`config.mk`:
```
export PLATFORM = sky130hd
export DESIGN_NAME = alu_core
export DESIGN_NICKNAME = d
export VERILOG_FILES = /design/src/alu_pkg.sv /design/src/alu_shifter.sv /design/src/alu_lead_count.sv /design/src/alu_int_unit.sv /design/src/alu_divider.sv /design/src/alu_hilo_unit.sv /design/src/alu_core.sv
export VERILOG_INCLUDE_DIRS = /design/src /design/src/src
export SDC_FILE = /design/constraint.sdc
export NUM_CORES = 1
export LEC_CHECK = 0
export ABC_CLOCK_PERIOD_IN_PS = 9800
export BUFFER_PORTS_ARGS = -buffer_cell sky130_fd_sc_hd__buf_2
export CORE_MARGIN = 2
export CORE_UTILIZATION = 50
export DETAILED_ROUTE_END_ITERATION = 10
export PLACE_DENSITY = 0.64
export REMOVE_ABC_BUFFERS = 1
export SLEW_MARGIN = 20
export SYNTH_ARGS = -nofsm -noshare
export SYNTH_HDL_FRONTEND = slang
export SYNTH_SLANG_ARGS = --single-unit
```
`constraint.sdc`:
```
create_clock -name clk -period 9.8 [get_ports clk]
set_input_delay 2.45 -clock clk [delete_from_list [all_inputs] [get_ports clk]]
set_output_delay 2.45 -clock clk [all_outputs]
set_load 0.01 [all_outputs]
```
`src/alu_defs.svh`:
```
//----------------------------------------------------------------------------
// ALU width definitions
// Word, shift amount, leading count and divider step sizes
//----------------------------------------------------------------------------
`ifndef ALU_DEFS_SVH
`define ALU_DEFS_SVH

// Datapath word
`define ALU_WIDTH     32

// Shift amount taken from a[4:0]
`define ALU_SHAMT_W   5

`define ALU_COUNT_W   6   // Holds 0 to 32
`define ALU_DIV_STEPS 32  // One quotient bit per step

`endif

```
`src/alu_pkg.sv`:
```
//----------------------------------------------------------------------------
// ALU types
// Operation codes, divider states, request and HI/LO pair
//----------------------------------------------------------------------------
`default_nettype none

`include "alu_defs.svh"

package alu_pkg;

    // Operation select, 5 bits
    typedef enum logic [4:0] {
        ADD,    ADDU,   SUB,    SUBU,   // Arithmetic
        AND,    OR,     XOR,    NOR,    // Logic
        SLT,    SLTU,                   // Compare
        SLL,    SRL,    SRA,            // Shifts
        CLO,    CLZ,                    // Leading counts
        MFHI,   MFLO,   MTHI,   MTLO,   // HI/LO moves
        DIV,    DIVU,                   // Iterative divide
        PASS_A, PASS_B                  // Operand pass
    } alu_op_e;

    // Divider FSM
    typedef enum logic [1:0] {
        IDLE,   // Waiting for start
        RUN,    // Restore steps
        FIX     // Sign correction, result valid
    } div_state_e;

    // Request from the issue stage, 69 bits
    typedef struct packed {
        alu_op_e               op;
        logic [`ALU_WIDTH-1:0] a;
        logic [`ALU_WIDTH-1:0] b;
    } alu_req_t;

    typedef struct packed {
        logic [`ALU_WIDTH-1:0] hi;  // Remainder or MTHI
        logic [`ALU_WIDTH-1:0] lo;  // Quotient or MTLO
    } hilo_t;

endpackage

`default_nettype wire

```
`src/alu_shifter.sv`:
```
//----------------------------------------------------------------------------
// Barrel shifter for SLL, SRL and SRA
//----------------------------------------------------------------------------
`timescale 1ns/1ns
`default_nettype none

`include "alu_defs.svh"

module alu_shifter (
    input  wire logic [`ALU_WIDTH-1:0]   data,
    input  wire logic [`ALU_SHAMT_W-1:0] shamt,
    input  wire alu_pkg::alu_op_e        op,
    output logic [`ALU_WIDTH-1:0]        shifted
);

    logic                        left;      // SLL
    logic                        fill;      // Bit shifted in from the top
    logic [`ALU_WIDTH-1:0]       data_rev;  // data bit reversed
    logic [`ALU_WIDTH-1:0]       operand;   // Bit reversed for left shifts
    logic signed [`ALU_WIDTH:0]  ext;       // Fill bit on top of operand
    logic signed [`ALU_WIDTH:0]  ext_sh;
    logic [`ALU_WIDTH-1:0]       right;
    logic [`ALU_WIDTH-1:0]       right_rev; // Undo the reversal

    // Single right shifter, left shift done by reversing around it
    always_comb begin
        left      = (op == alu_pkg::SLL);
        fill      = (op == alu_pkg::SRA) & data[`ALU_WIDTH-1]; // Sign fill only for SRA
        data_rev  = {<<{data}};
        operand   = left ? data_rev : data;
        ext       = {fill, operand};
        ext_sh    = ext >>> shamt;            // Fill bit replicates down
        right     = ext_sh[`ALU_WIDTH-1:0];
        right_rev = {<<{right}};
        shifted   = left ? right_rev : right;
    end

endmodule

`default_nettype wire

```
`src/alu_lead_count.sv`:
```
//----------------------------------------------------------------------------
// Leading ones / leading zeros counter for CLO and CLZ
//----------------------------------------------------------------------------
`timescale 1ns/1ns
`default_nettype none

`include "alu_defs.svh"

module alu_lead_count (
    input  wire logic [`ALU_WIDTH-1:0] value,
    input  wire logic                  count_ones,  // 1 for CLO, 0 for CLZ
    output logic [`ALU_COUNT_W-1:0]    count
);

    logic found;    // First differing bit seen

    //------------------------------------------------------------------------
    // Priority scan from the MSB down
    //------------------------------------------------------------------------
    always_comb begin
        count = `ALU_COUNT_W'(`ALU_WIDTH);  // Uniform word
        found = 1'b0;
        for (int i = `ALU_WIDTH - 1; i >= 0; i--) begin
            if (!found && (value[i] != count_ones)) begin
                count = `ALU_COUNT_W'(`ALU_WIDTH - 1 - i);
                found = 1'b1;   // Lock the highest hit
            end
        end
    end

endmodule

`default_nettype wire

```
`src/alu_int_unit.sv`:
```
//----------------------------------------------------------------------------
// Integer datapath
// Add/sub, logic, compare, shift, counts and the result multiplexer
//----------------------------------------------------------------------------
`timescale 1ns/1ns
`default_nettype none

`include "alu_defs.svh"

module alu_int_unit (
    input  wire alu_pkg::alu_req_t req,
    input  wire alu_pkg::hilo_t    hilo,
    output logic [`ALU_WIDTH-1:0]  result,
    output logic                   overflow
);

    logic [`ALU_WIDTH-1:0]  sum_diff;   // a+b or a-b
    logic                   is_add;
    logic [`ALU_WIDTH-1:0]  shift_res;
    logic [`ALU_COUNT_W-1:0] lead_cnt;
    logic                   a_msb;
    logic                   b_msb;

    assign is_add   = (req.op == alu_pkg::ADD) | (req.op == alu_pkg::ADDU);
    assign sum_diff = is_add ? (req.a + req.b) : (req.a - req.b);
    assign a_msb    = req.a[`ALU_WIDTH-1];
    assign b_msb    = req.b[`ALU_WIDTH-1];

    // Shift b by a[4:0], MIPS operand order
    alu_shifter u_shifter (
        .data    (req.b),
        .shamt   (req.a[`ALU_SHAMT_W-1:0]),
        .op      (req.op),
        .shifted (shift_res)
    );

    alu_lead_count u_lead_count (
        .value      (req.a),
        .count_ones (req.op == alu_pkg::CLO),
        .count      (lead_cnt)
    );

    //------------------------------------------------------------------------
    // Signed overflow, ADD and SUB only
    //------------------------------------------------------------------------
    always_comb begin
        case (req.op)
            alu_pkg::ADD: overflow = (a_msb ~^ b_msb) & (a_msb ^ sum_diff[`ALU_WIDTH-1]);
            alu_pkg::SUB: overflow = (a_msb ^ b_msb) & (a_msb ^ sum_diff[`ALU_WIDTH-1]);
            default:      overflow = 1'b0;
        endcase
    end

    //------------------------------------------------------------------------
    // Result multiplexer
    //------------------------------------------------------------------------
    always_comb begin
        case (req.op)
            alu_pkg::ADD,
            alu_pkg::ADDU,
            alu_pkg::SUB,
            alu_pkg::SUBU:   result = sum_diff;
            alu_pkg::AND:    result = req.a & req.b;
            alu_pkg::OR:     result = req.a | req.b;
            alu_pkg::XOR:    result = req.a ^ req.b;
            alu_pkg::NOR:    result = ~(req.a | req.b);
            alu_pkg::SLT:    result = `ALU_WIDTH'($signed(req.a) < $signed(req.b));
            alu_pkg::SLTU:   result = `ALU_WIDTH'(req.a < req.b);
            alu_pkg::SLL,
            alu_pkg::SRL,
            alu_pkg::SRA:    result = shift_res;
            alu_pkg::CLO,
            alu_pkg::CLZ:    result = `ALU_WIDTH'(lead_cnt);  // Zero extended
            alu_pkg::MFHI:   result = hilo.hi;
            alu_pkg::MFLO:   result = hilo.lo;
            alu_pkg::PASS_A: result = req.a;
            alu_pkg::PASS_B: result = req.b;
            default:         result = '0;   // MTHI, MTLO, DIV, DIVU
        endcase
    end

endmodule

`default_nettype wire

```
`src/alu_divider.sv`:
```
//----------------------------------------------------------------------------
// Radix-2 restoring divider, signed or unsigned
// One quotient bit per cycle, sign fixed up on the way out
//----------------------------------------------------------------------------
`timescale 1ns/1ns
`default_nettype none

`include "alu_defs.svh"

module alu_divider (
    input  wire logic                  clk,
    input  wire logic                  rst,
    input  wire logic                  start,
    input  wire logic                  signed_op,
    input  wire logic [`ALU_WIDTH-1:0] dividend,
    input  wire logic [`ALU_WIDTH-1:0] divisor,
    output logic                       busy,
    output logic [`ALU_WIDTH-1:0]      quotient,
    output logic [`ALU_WIDTH-1:0]      remainder
);

    alu_pkg::div_state_e  state;
    logic [5:0]           step_cnt;   // 0 .. ALU_DIV_STEPS-1

    logic [`ALU_WIDTH-1:0] quo;       // Dividend shifts out, quotient shifts in
    logic [`ALU_WIDTH-1:0] rem;       // Partial remainder
    logic [`ALU_WIDTH-1:0] dvs;       // Divisor magnitude
    logic                  neg_q;     // Quotient sign
    logic                  neg_r;     // Remainder follows dividend

    logic [`ALU_WIDTH-1:0] dividend_mag;
    logic [`ALU_WIDTH-1:0] divisor_mag;
    logic [`ALU_WIDTH:0]   trial;     // Shifted remainder
    logic [`ALU_WIDTH:0]   diff;      // Trial minus divisor

    assign dividend_mag = (signed_op & dividend[`ALU_WIDTH-1]) ? -dividend : dividend;
    assign divisor_mag  = (signed_op & divisor[`ALU_WIDTH-1])  ? -divisor  : divisor;

    // Bring down next dividend bit
    assign trial = {rem, quo[`ALU_WIDTH-1]};
    assign diff  = trial - {1'b0, dvs};

    //------------------------------------------------------------------------
    // Control FSM
    //------------------------------------------------------------------------
    always_ff @(posedge clk) begin
        if (rst) begin
            state    <= alu_pkg::IDLE;
            step_cnt <= '0;
        end else begin
            case (state)
                alu_pkg::IDLE: begin
                    step_cnt <= '0;
                    if (start)
                        state <= alu_pkg::RUN;
                end
                alu_pkg::RUN: begin
                    step_cnt <= step_cnt + 6'd1;
                    if (step_cnt == 6'(`ALU_DIV_STEPS - 1))
                        state <= alu_pkg::FIX;  // Last bit done
                end
                default: state <= alu_pkg::IDLE; // FIX lasts one cycle
            endcase
        end
    end

    // Datapath, no reset on payload
    always_ff @(posedge clk) begin
        if (state == alu_pkg::IDLE && start) begin
            quo   <= dividend_mag;
            rem   <= '0;
            dvs   <= divisor_mag;
            neg_q <= signed_op & (dividend[`ALU_WIDTH-1] ^ divisor[`ALU_WIDTH-1]);
            neg_r <= signed_op & dividend[`ALU_WIDTH-1];
        end else if (state == alu_pkg::RUN) begin
            if (!diff[`ALU_WIDTH]) begin        // Fits, keep difference
                rem <= diff[`ALU_WIDTH-1:0];
                quo <= {quo[`ALU_WIDTH-2:0], 1'b1};
            end else begin                      // Restore
                rem <= trial[`ALU_WIDTH-1:0];
                quo <= {quo[`ALU_WIDTH-2:0], 1'b0};
            end
        end
    end

    assign busy = (state == alu_pkg::RUN);

    // Sign correction, taken by HI/LO in the FIX cycle
    assign quotient  = neg_q ? -quo : quo;   // Truncates toward zero
    assign remainder = neg_r ? -rem : rem;

endmodule

`default_nettype wire

```
`src/alu_hilo_unit.sv`:
```
//----------------------------------------------------------------------------
// HI/LO register with divide start control and stall request
//----------------------------------------------------------------------------
`timescale 1ns/1ns
`default_nettype none

`include "alu_defs.svh"

module alu_hilo_unit (
    input  wire logic              clk,
    input  wire logic              rst,
    input  wire alu_pkg::alu_req_t req,
    input  wire logic              stall,
    input  wire logic              flush,
    output alu_pkg::hilo_t         hilo,
    output logic                   request_stall
);

    logic                  accept;      // Request counts this cycle
    logic                  div_start;
    logic                  div_active;  // Start seen, result not yet written
    logic                  div_busy;
    logic                  div_done;    // FIX cycle
    logic [`ALU_WIDTH-1:0] quotient;
    logic [`ALU_WIDTH-1:0] remainder;

    assign accept = ~(stall | flush);

    // One pulse, skipped for b == 0 and while a divide is in flight
    assign div_start = ((req.op == alu_pkg::DIV) | (req.op == alu_pkg::DIVU))
                     & (req.b != '0) & ~div_active & accept;

    assign div_done      = div_active & ~div_busy;
    assign request_stall = div_start | div_busy;

    alu_divider u_div (
        .clk       (clk),
        .rst       (rst),
        .start     (div_start),
        .signed_op (req.op == alu_pkg::DIV),
        .dividend  (req.a),
        .divisor   (req.b),
        .busy      (div_busy),
        .quotient  (quotient),
        .remainder (remainder)
    );

    always_ff @(posedge clk) begin
        if (rst)
            div_active <= 1'b0;
        else if (div_start)
            div_active <= 1'b1;
        else if (div_done)
            div_active <= 1'b0;     // Free again after FIX
    end

    //------------------------------------------------------------------------
    // HI/LO write, divider first
    //------------------------------------------------------------------------
    always_ff @(posedge clk) begin
        if (rst) begin
            hilo <= '0;
        end else if (div_done) begin
            hilo.hi <= remainder;
            hilo.lo <= quotient;
        end else if (accept) begin
            if (req.op == alu_pkg::MTHI)
                hilo.hi <= req.a;
            else if (req.op == alu_pkg::MTLO)
                hilo.lo <= req.a;
        end
    end

endmodule

`default_nettype wire

```
`src/alu_core.sv`:
```
//----------------------------------------------------------------------------
// Execution unit top, integer datapath plus HI/LO and divider
//----------------------------------------------------------------------------
`timescale 1ns/1ns
`default_nettype none

`include "alu_defs.svh"

module alu_core (
    input  wire logic              clk,
    input  wire logic              rst,
    input  wire alu_pkg::alu_req_t req,
    input  wire logic              stall,         // Held by a later stage
    input  wire logic              flush,         // Stage cancelled
    output logic [`ALU_WIDTH-1:0]  result,
    output logic                   overflow,
    output logic                   request_stall  // Divide in progress
);

    alu_pkg::hilo_t hilo;   // Current HI/LO for MFHI/MFLO

    alu_int_unit u_int (
        .req      (req),
        .hilo     (hilo),
        .result   (result),
        .overflow (overflow)
    );

    alu_hilo_unit u_hilo (
        .clk           (clk),
        .rst           (rst),
        .req           (req),
        .stall         (stall),
        .flush         (flush),
        .hilo          (hilo),
        .request_stall (request_stall)
    );

endmodule

`default_nettype wire

```
* Yosys cells after proc, flatten, opt, wreduce, memory -nomap -nowiden *
Index checks and enable logic that the tools add are counted.

storage, ports and cells
  register bits = 171
  output and inout bits = 34

operators by class
  add/subtract/negate cells = 8
  magnitude comparators = 2
  equal/unequal tests = 60
  shifts and indexed selects = 1
  muxes and demuxes = 87
  bitwise logic cells = 24
  reduce and logical (&&, ||, !) cells = 77

operator list
  kind                                            count
  2-to-1 mux 32 bit                               13
  one-hot mux 32 bit (13 select lines)            1
  2-to-1 mux 6 bit                                32
  2-to-1 mux 64 bit                               2
  negation 32 bit                                 4
  less-than comparator 32 bit                     2
  == test 5 x 4 -> 1 bit (second input constant)  8
  == test 5 bit (second input constant)           7
  2-to-1 mux 1 bit                                34
  >>> shifter 33 x 5 -> 32 bit                    1
  subtractor 33 x 32 -> 33 bit                    1
  adder 32 bit                                    1
  bitwise AND 32 bit                              1
  logical AND 1 bit                               32
  != test 1 bit                                   32
  NOT 32 bit                                      1
  OR 32 bit                                       1
  nonzero test 32 bit                             1
  subtractor 32 bit                               1
  XOR 32 bit                                      1
  logical NOT 1 bit                               31
  == test 5 x 3 -> 1 bit (second input constant)  4
  one-hot mux 6 bit (2 select lines)              1
  bitwise AND 1 bit                               10
  other kinds (22)                                37

* Longest topological paths before layout *
  depth in word-level cells = 97
  gate-level depth with buffers = 16

* Modules after synthesis *
Synthesis repeated with hierarchy kept, for this count alone.

second synthesis, totals
  cell total of the unflattened synthesis = 2,840
  area total of the unflattened synthesis = 21,519.4 µm²

modules (own cells, without submodules)
  module          instances  cells each  area each (µm²)  sequential area each (µm²)
  alu_divider     1          968         8,209.1          2,782.7
  alu_int_unit    1          969         6,401.1          0.0
  alu_hilo_unit   1          310         3,004.1          1,301.2
  alu_shifter     1          440         3,004.1          0.0
  alu_lead_count  1          153         900.9            0.0

* Least setup slack after synthesis *
Ideal clock, no wire load.

  path kind = input port to output port
  from = input req[34] (netlist bit)
  to = output result[31]
  data arrival time = 6.038 ns
  slack = 1.312 ns
  cell stages on the path = 16
  path buffers = 4
  cell sequence = inv_1 > buf_1 > clkbuf_1 > clkbuf_1 > ha_1 > clkbuf_1 > nor3_1 > o31ai_1 > a32oi_1 > a21oi_1 > nor4b_1 > o21ai_0 > nor3_1 > o41a_1 > xor2_1 > o21ai_0

on the way
  cells in the longest elaborated chain, start to end = 3

ends and longest elaborated chain
  what                                         RTL line                               text
  start: declaration                           alu_core.sv:12                         input wire alu_pkg::alu_req_t req,
  subtractor 32 bit (tied with other cells)    alu_int_unit.sv:25                     assign sum_diff = is_add ? (req.a + req.b) : (req.a - req.b);
  2-to-1 mux 32 bit, on equally long branches  alu_int_unit.sv:25, alu_shifter.sv:35
  one-hot mux 32 bit (13 select lines) (*)     alu_int_unit.sv:58                     case (req.op)
  end: declaration                             alu_core.sv:15                         output logic [`ALU_WIDTH-1:0] result,

Mark *: on every way between the ends. The rest lies on a longest branch, timed or not.

* Final worst setup path *
  from = input req[67] (netlist bit)
  to = output result[2]

on the way
  cells in the longest elaborated chain, start to end = 97

ends and longest elaborated chain
  what                                      RTL line                                text
  == test 5 x 4 -> 1 bit                    alu_int_unit.sv:39, alu_int_unit.sv:58
  != test 1 bit                             alu_lead_count.sv:24                    if (!found && (value[i] != count_ones)) begin
  2-to-1 mux 1 bit                          alu_lead_count.sv:24
  logical NOT 1 bit                         alu_lead_count.sv:24
  logical AND 1 bit                         alu_lead_count.sv:24
  2-to-1 mux 1 bit                          alu_lead_count.sv:24
  logical NOT 1 bit                         alu_lead_count.sv:24
  logical AND 1 bit                         alu_lead_count.sv:24
  (+81 left out)                            -
  2-to-1 mux 1 bit                          alu_lead_count.sv:24
  logical NOT 1 bit                         alu_lead_count.sv:24
  logical AND 1 bit                         alu_lead_count.sv:24
  2-to-1 mux 1 bit                          alu_lead_count.sv:24
  logical NOT 1 bit                         alu_lead_count.sv:24
  logical AND 1 bit                         alu_lead_count.sv:24
  2-to-1 mux 6 bit                          alu_lead_count.sv:24
  one-hot mux 32 bit (13 select lines) (*)  alu_int_unit.sv:58

Marked as above.

==> results.md <==
- Dpl cells: around 3.1k
- Ys flop type: dfxtp_1
- DRT Wirelength: between 80 and 90 mm
- Yosys reg bits: roughly 170
- Finished Layout Cells: approximately 3.1k
- Syn Inst Count: 2571
- Die Y: 202 um
- # IOs: 107
- H-tree Lvls: 4
- Post-synthesis sequential area ratio: a little over a fifth
- Crit Path Category: input port to output port
- DR WL/cell: between 20 and 30 um
- Buffers on Ports: 106
- Hold crit path type: flop to flop
- Setup crit start kind: input port
- Vias in the first global route: between 20k and 25k
- Root buf cell: clkbuf_16
- PD cells: between 150 and 200 nW/um2
- DPL Wire Length: roughly 66 mm
- Yosys cell types: 81
- CTS Buffer Depth: 2
- GP Congestion: between 1 and 1.5
- Area grow syn2layout: 7.81%
- Initial core utilization: a little over 50%
- FFs w/ async S/R, synth: 0%
- CORE AREA: between 30000 and 40000 um2
- Synth Area per Inst: 7.59 um2
- EDFF count, synth: between 60 and 70
- Share of Yosys cell area claimed by the top area cell type: between 10% and 20%
- Setup-failing EPs final: 0
- Clk_lat worst skew: 510 ps
- Worst Tran Pin Value: around 1100 ps
- Finished layout cell area: roughly 21000 um2
- Final Hold Fails: 0
- Antenna-violating nets left: 0
- Synthesized area: ~20000 um2
- Via Count: around 22k
- Hold_buf cts: 0
- Final Slew Violations: 0
- Tcrit/Tclk final: between 90 and 100%
- Antenna violations before repair: 4
- Synth warnings: 0
- CP max FO: 19
- Clk sinks: ~170
- DR iter-0 viols: around 3.1k
- Static leakage: 8.39 nW
- Clock tree from TritonCTS: built
- Final Total Pwr: roughly 3.2 mW
- Share of layout cells above drive strength 1: around 11%
- Grt total ovfl: 0
- Max Clock Freq: about 110 MHz
- Setup TNS: 0 ps
- Clk slew on worst S/H paths: about 70 ps
- Nets: approximately 2.8k
- WP data arrival: roughly 6700 ps
- Post-CTS Resized: 0
- First-pass GRT wire length: 131 mm
- Filler cell count in the final layout: 3754
- Synth area leader: dfxtp_1
- Top cells by count, synth: nor2_1 (282), a21oi_1 (265), o21ai_0 (185)
- Antenna cells: 0
- Placed cell area: ~20000 um2
- Outcome: finished, final reports clean
- WP data required: ~7400 ps
- Die Width: around 200 um
- Largest net degree at the start of global routing: 80
- Period minus WS final: around 9100 ps
- # Max-Cap Violations: 0
- Vias per inst: about 7
- Maximum vdd drop: around 0.00014 V
- FP Rows: 72
- GRT Total Usage: between 40% and 50%
- Crit. End Element: output port
- Post-CTS Repair Setup Buffers: 0
- DRT Pass-1 Iters: 8
- Synth area leaders: dfxtp_1 (11%), edfxtp_1 (10%), ha_1 (8.5%), xnor2_1 (7.0%), a21oi_1 (6.8%)
- DIE AREA: 40600 um2
- Clock buffer count from CTS: 17
- RSZ-0062 raised after global routing: no
- Skew final: between 15 and 20 ps
- Top-count cell post-synth: nor2_1
- Slew headroom: around 28%
- DRC violations left: 0
state kept, by name, summed over array words and instances, names as in the netlist:
name and flops:
u_hilo.u_div.state 2, u_hilo.u_div.dvs 32, u_hilo.u_div.rem 32, u_hilo.u_div.quo 32, u_hilo.u_div.neg_r 1, u_hilo.u_div.neg_q 1, u_hilo.div_active 1, u_hilo.hilo 64
u_hilo.u_div.step_cnt 6
cell usage in the layout (no fill, tap or decap), types with 54 or more instances in the layout:
cell        n
a211oi_1   90
a21oi_1   265
a222oi_1   54
nor2_1    279
mux2i_1    69
xnor2_1   156
buf_2     106
inv_1     137
edfxtp_1   66
dfxtp_1   105
ha_1      133
o21ai_0   185
nand2_1   178
cell type report:
type / count / area, um2 / share of cell area [%]
flip-flops and latches: 171 / 4080 / 19.4
clock buffers: 21 / 504 / 2.40
inverters: 148 / 556 / 2.64
multi-input cells: 2055 / 14200 / 67.5
repair buffers: 160 / 943 / 4.48
clock inverters: 11 / 109 / 0.517
well taps: 518 / 648 / 3.08
worst max-delay path, stage by stage:
cell	delay, ps
buf_2	390
and3b_1	270
nand2_1	450
buf_4	380
nor4_1	270
a32oi_1	140
a2111oi_0	420
buf_4	190
a21boi_0	480
nand2_1	190
o32ai_1	380
a211oi_1	70
o21ai_0	350
buf_2	210
path summary, 6_finish.rpt:
| path | end | cells past startpoint | from | slack [ps] |
|---|---|---|---|---|
| worst max-delay path | result[2] | 14 | req[67] | 700 |
| worst max register to register | u_hilo.u_div.rem[31]$_SDFFE_PP0P_ | 14 | u_hilo.u_div.quo[31]$_DFFE_PP_ | 5510 |
| worst min-delay path | u_hilo.u_div.step_cnt[0]$_SDFFE_PP0P_ | 2 | u_hilo.u_div.step_cnt[0]$_SDFFE_PP0P_ | 510 |
| worst min register to register | u_hilo.u_div.step_cnt[0]$_SDFFE_PP0P_ | 2 | u_hilo.u_div.step_cnt[0]$_SDFFE_PP0P_ | 510 |
report_power, final:
part           internal (mW)  total [mW]  switching, mW
logic                  0.624        1.53          0.902
registers              0.807       0.932          0.125
clock network          0.380       0.731          0.352
through the flow:
stage | hold WS [ps] | util (%) | worst slack (ps)
3_5_place_dp | 503 | 52.9 | 890
6_report | 510 | 54.6 | 695
2_1_floorplan | 444 | - | 806
4_1_cts | 514 | 54.5 | 874
5_1_grt | 541 | 54.6 | 601
3_3_place_gp | 482 | 52.9 | 924
metal layers:
metal | GRT usage (%) | wire length, um | vias to the layer above
met5 | 0 | 26 | -
met4 | 25.8 | 5450 | 4
met3 | 11.0 | 10500 | 280
met2 | 64.7 | 37900 | 1432
met1 | 56.6 | 35300 | 10400
li1 | - | - | 9511
kinds of logic (layout without fill, tap and decap cells):
kind of cell / count (synthesis) / in the layout / share of synthesized area [%]
and+or+nand+nor: 746 / 746 / 17.9
AOI/OAI and AO/OA: 890 / 890 / 30.2
muxes: 107 / 107 / 7.58
xor gates and xnor gates: 176 / 176 / 7.90
adders and majority gates: 136 / 136 / 8.83
buffers and inverters: 345 / 340 / 6.67
DFF: 171 / 171 / 20.9
Power figures use the tool's default switching activity.
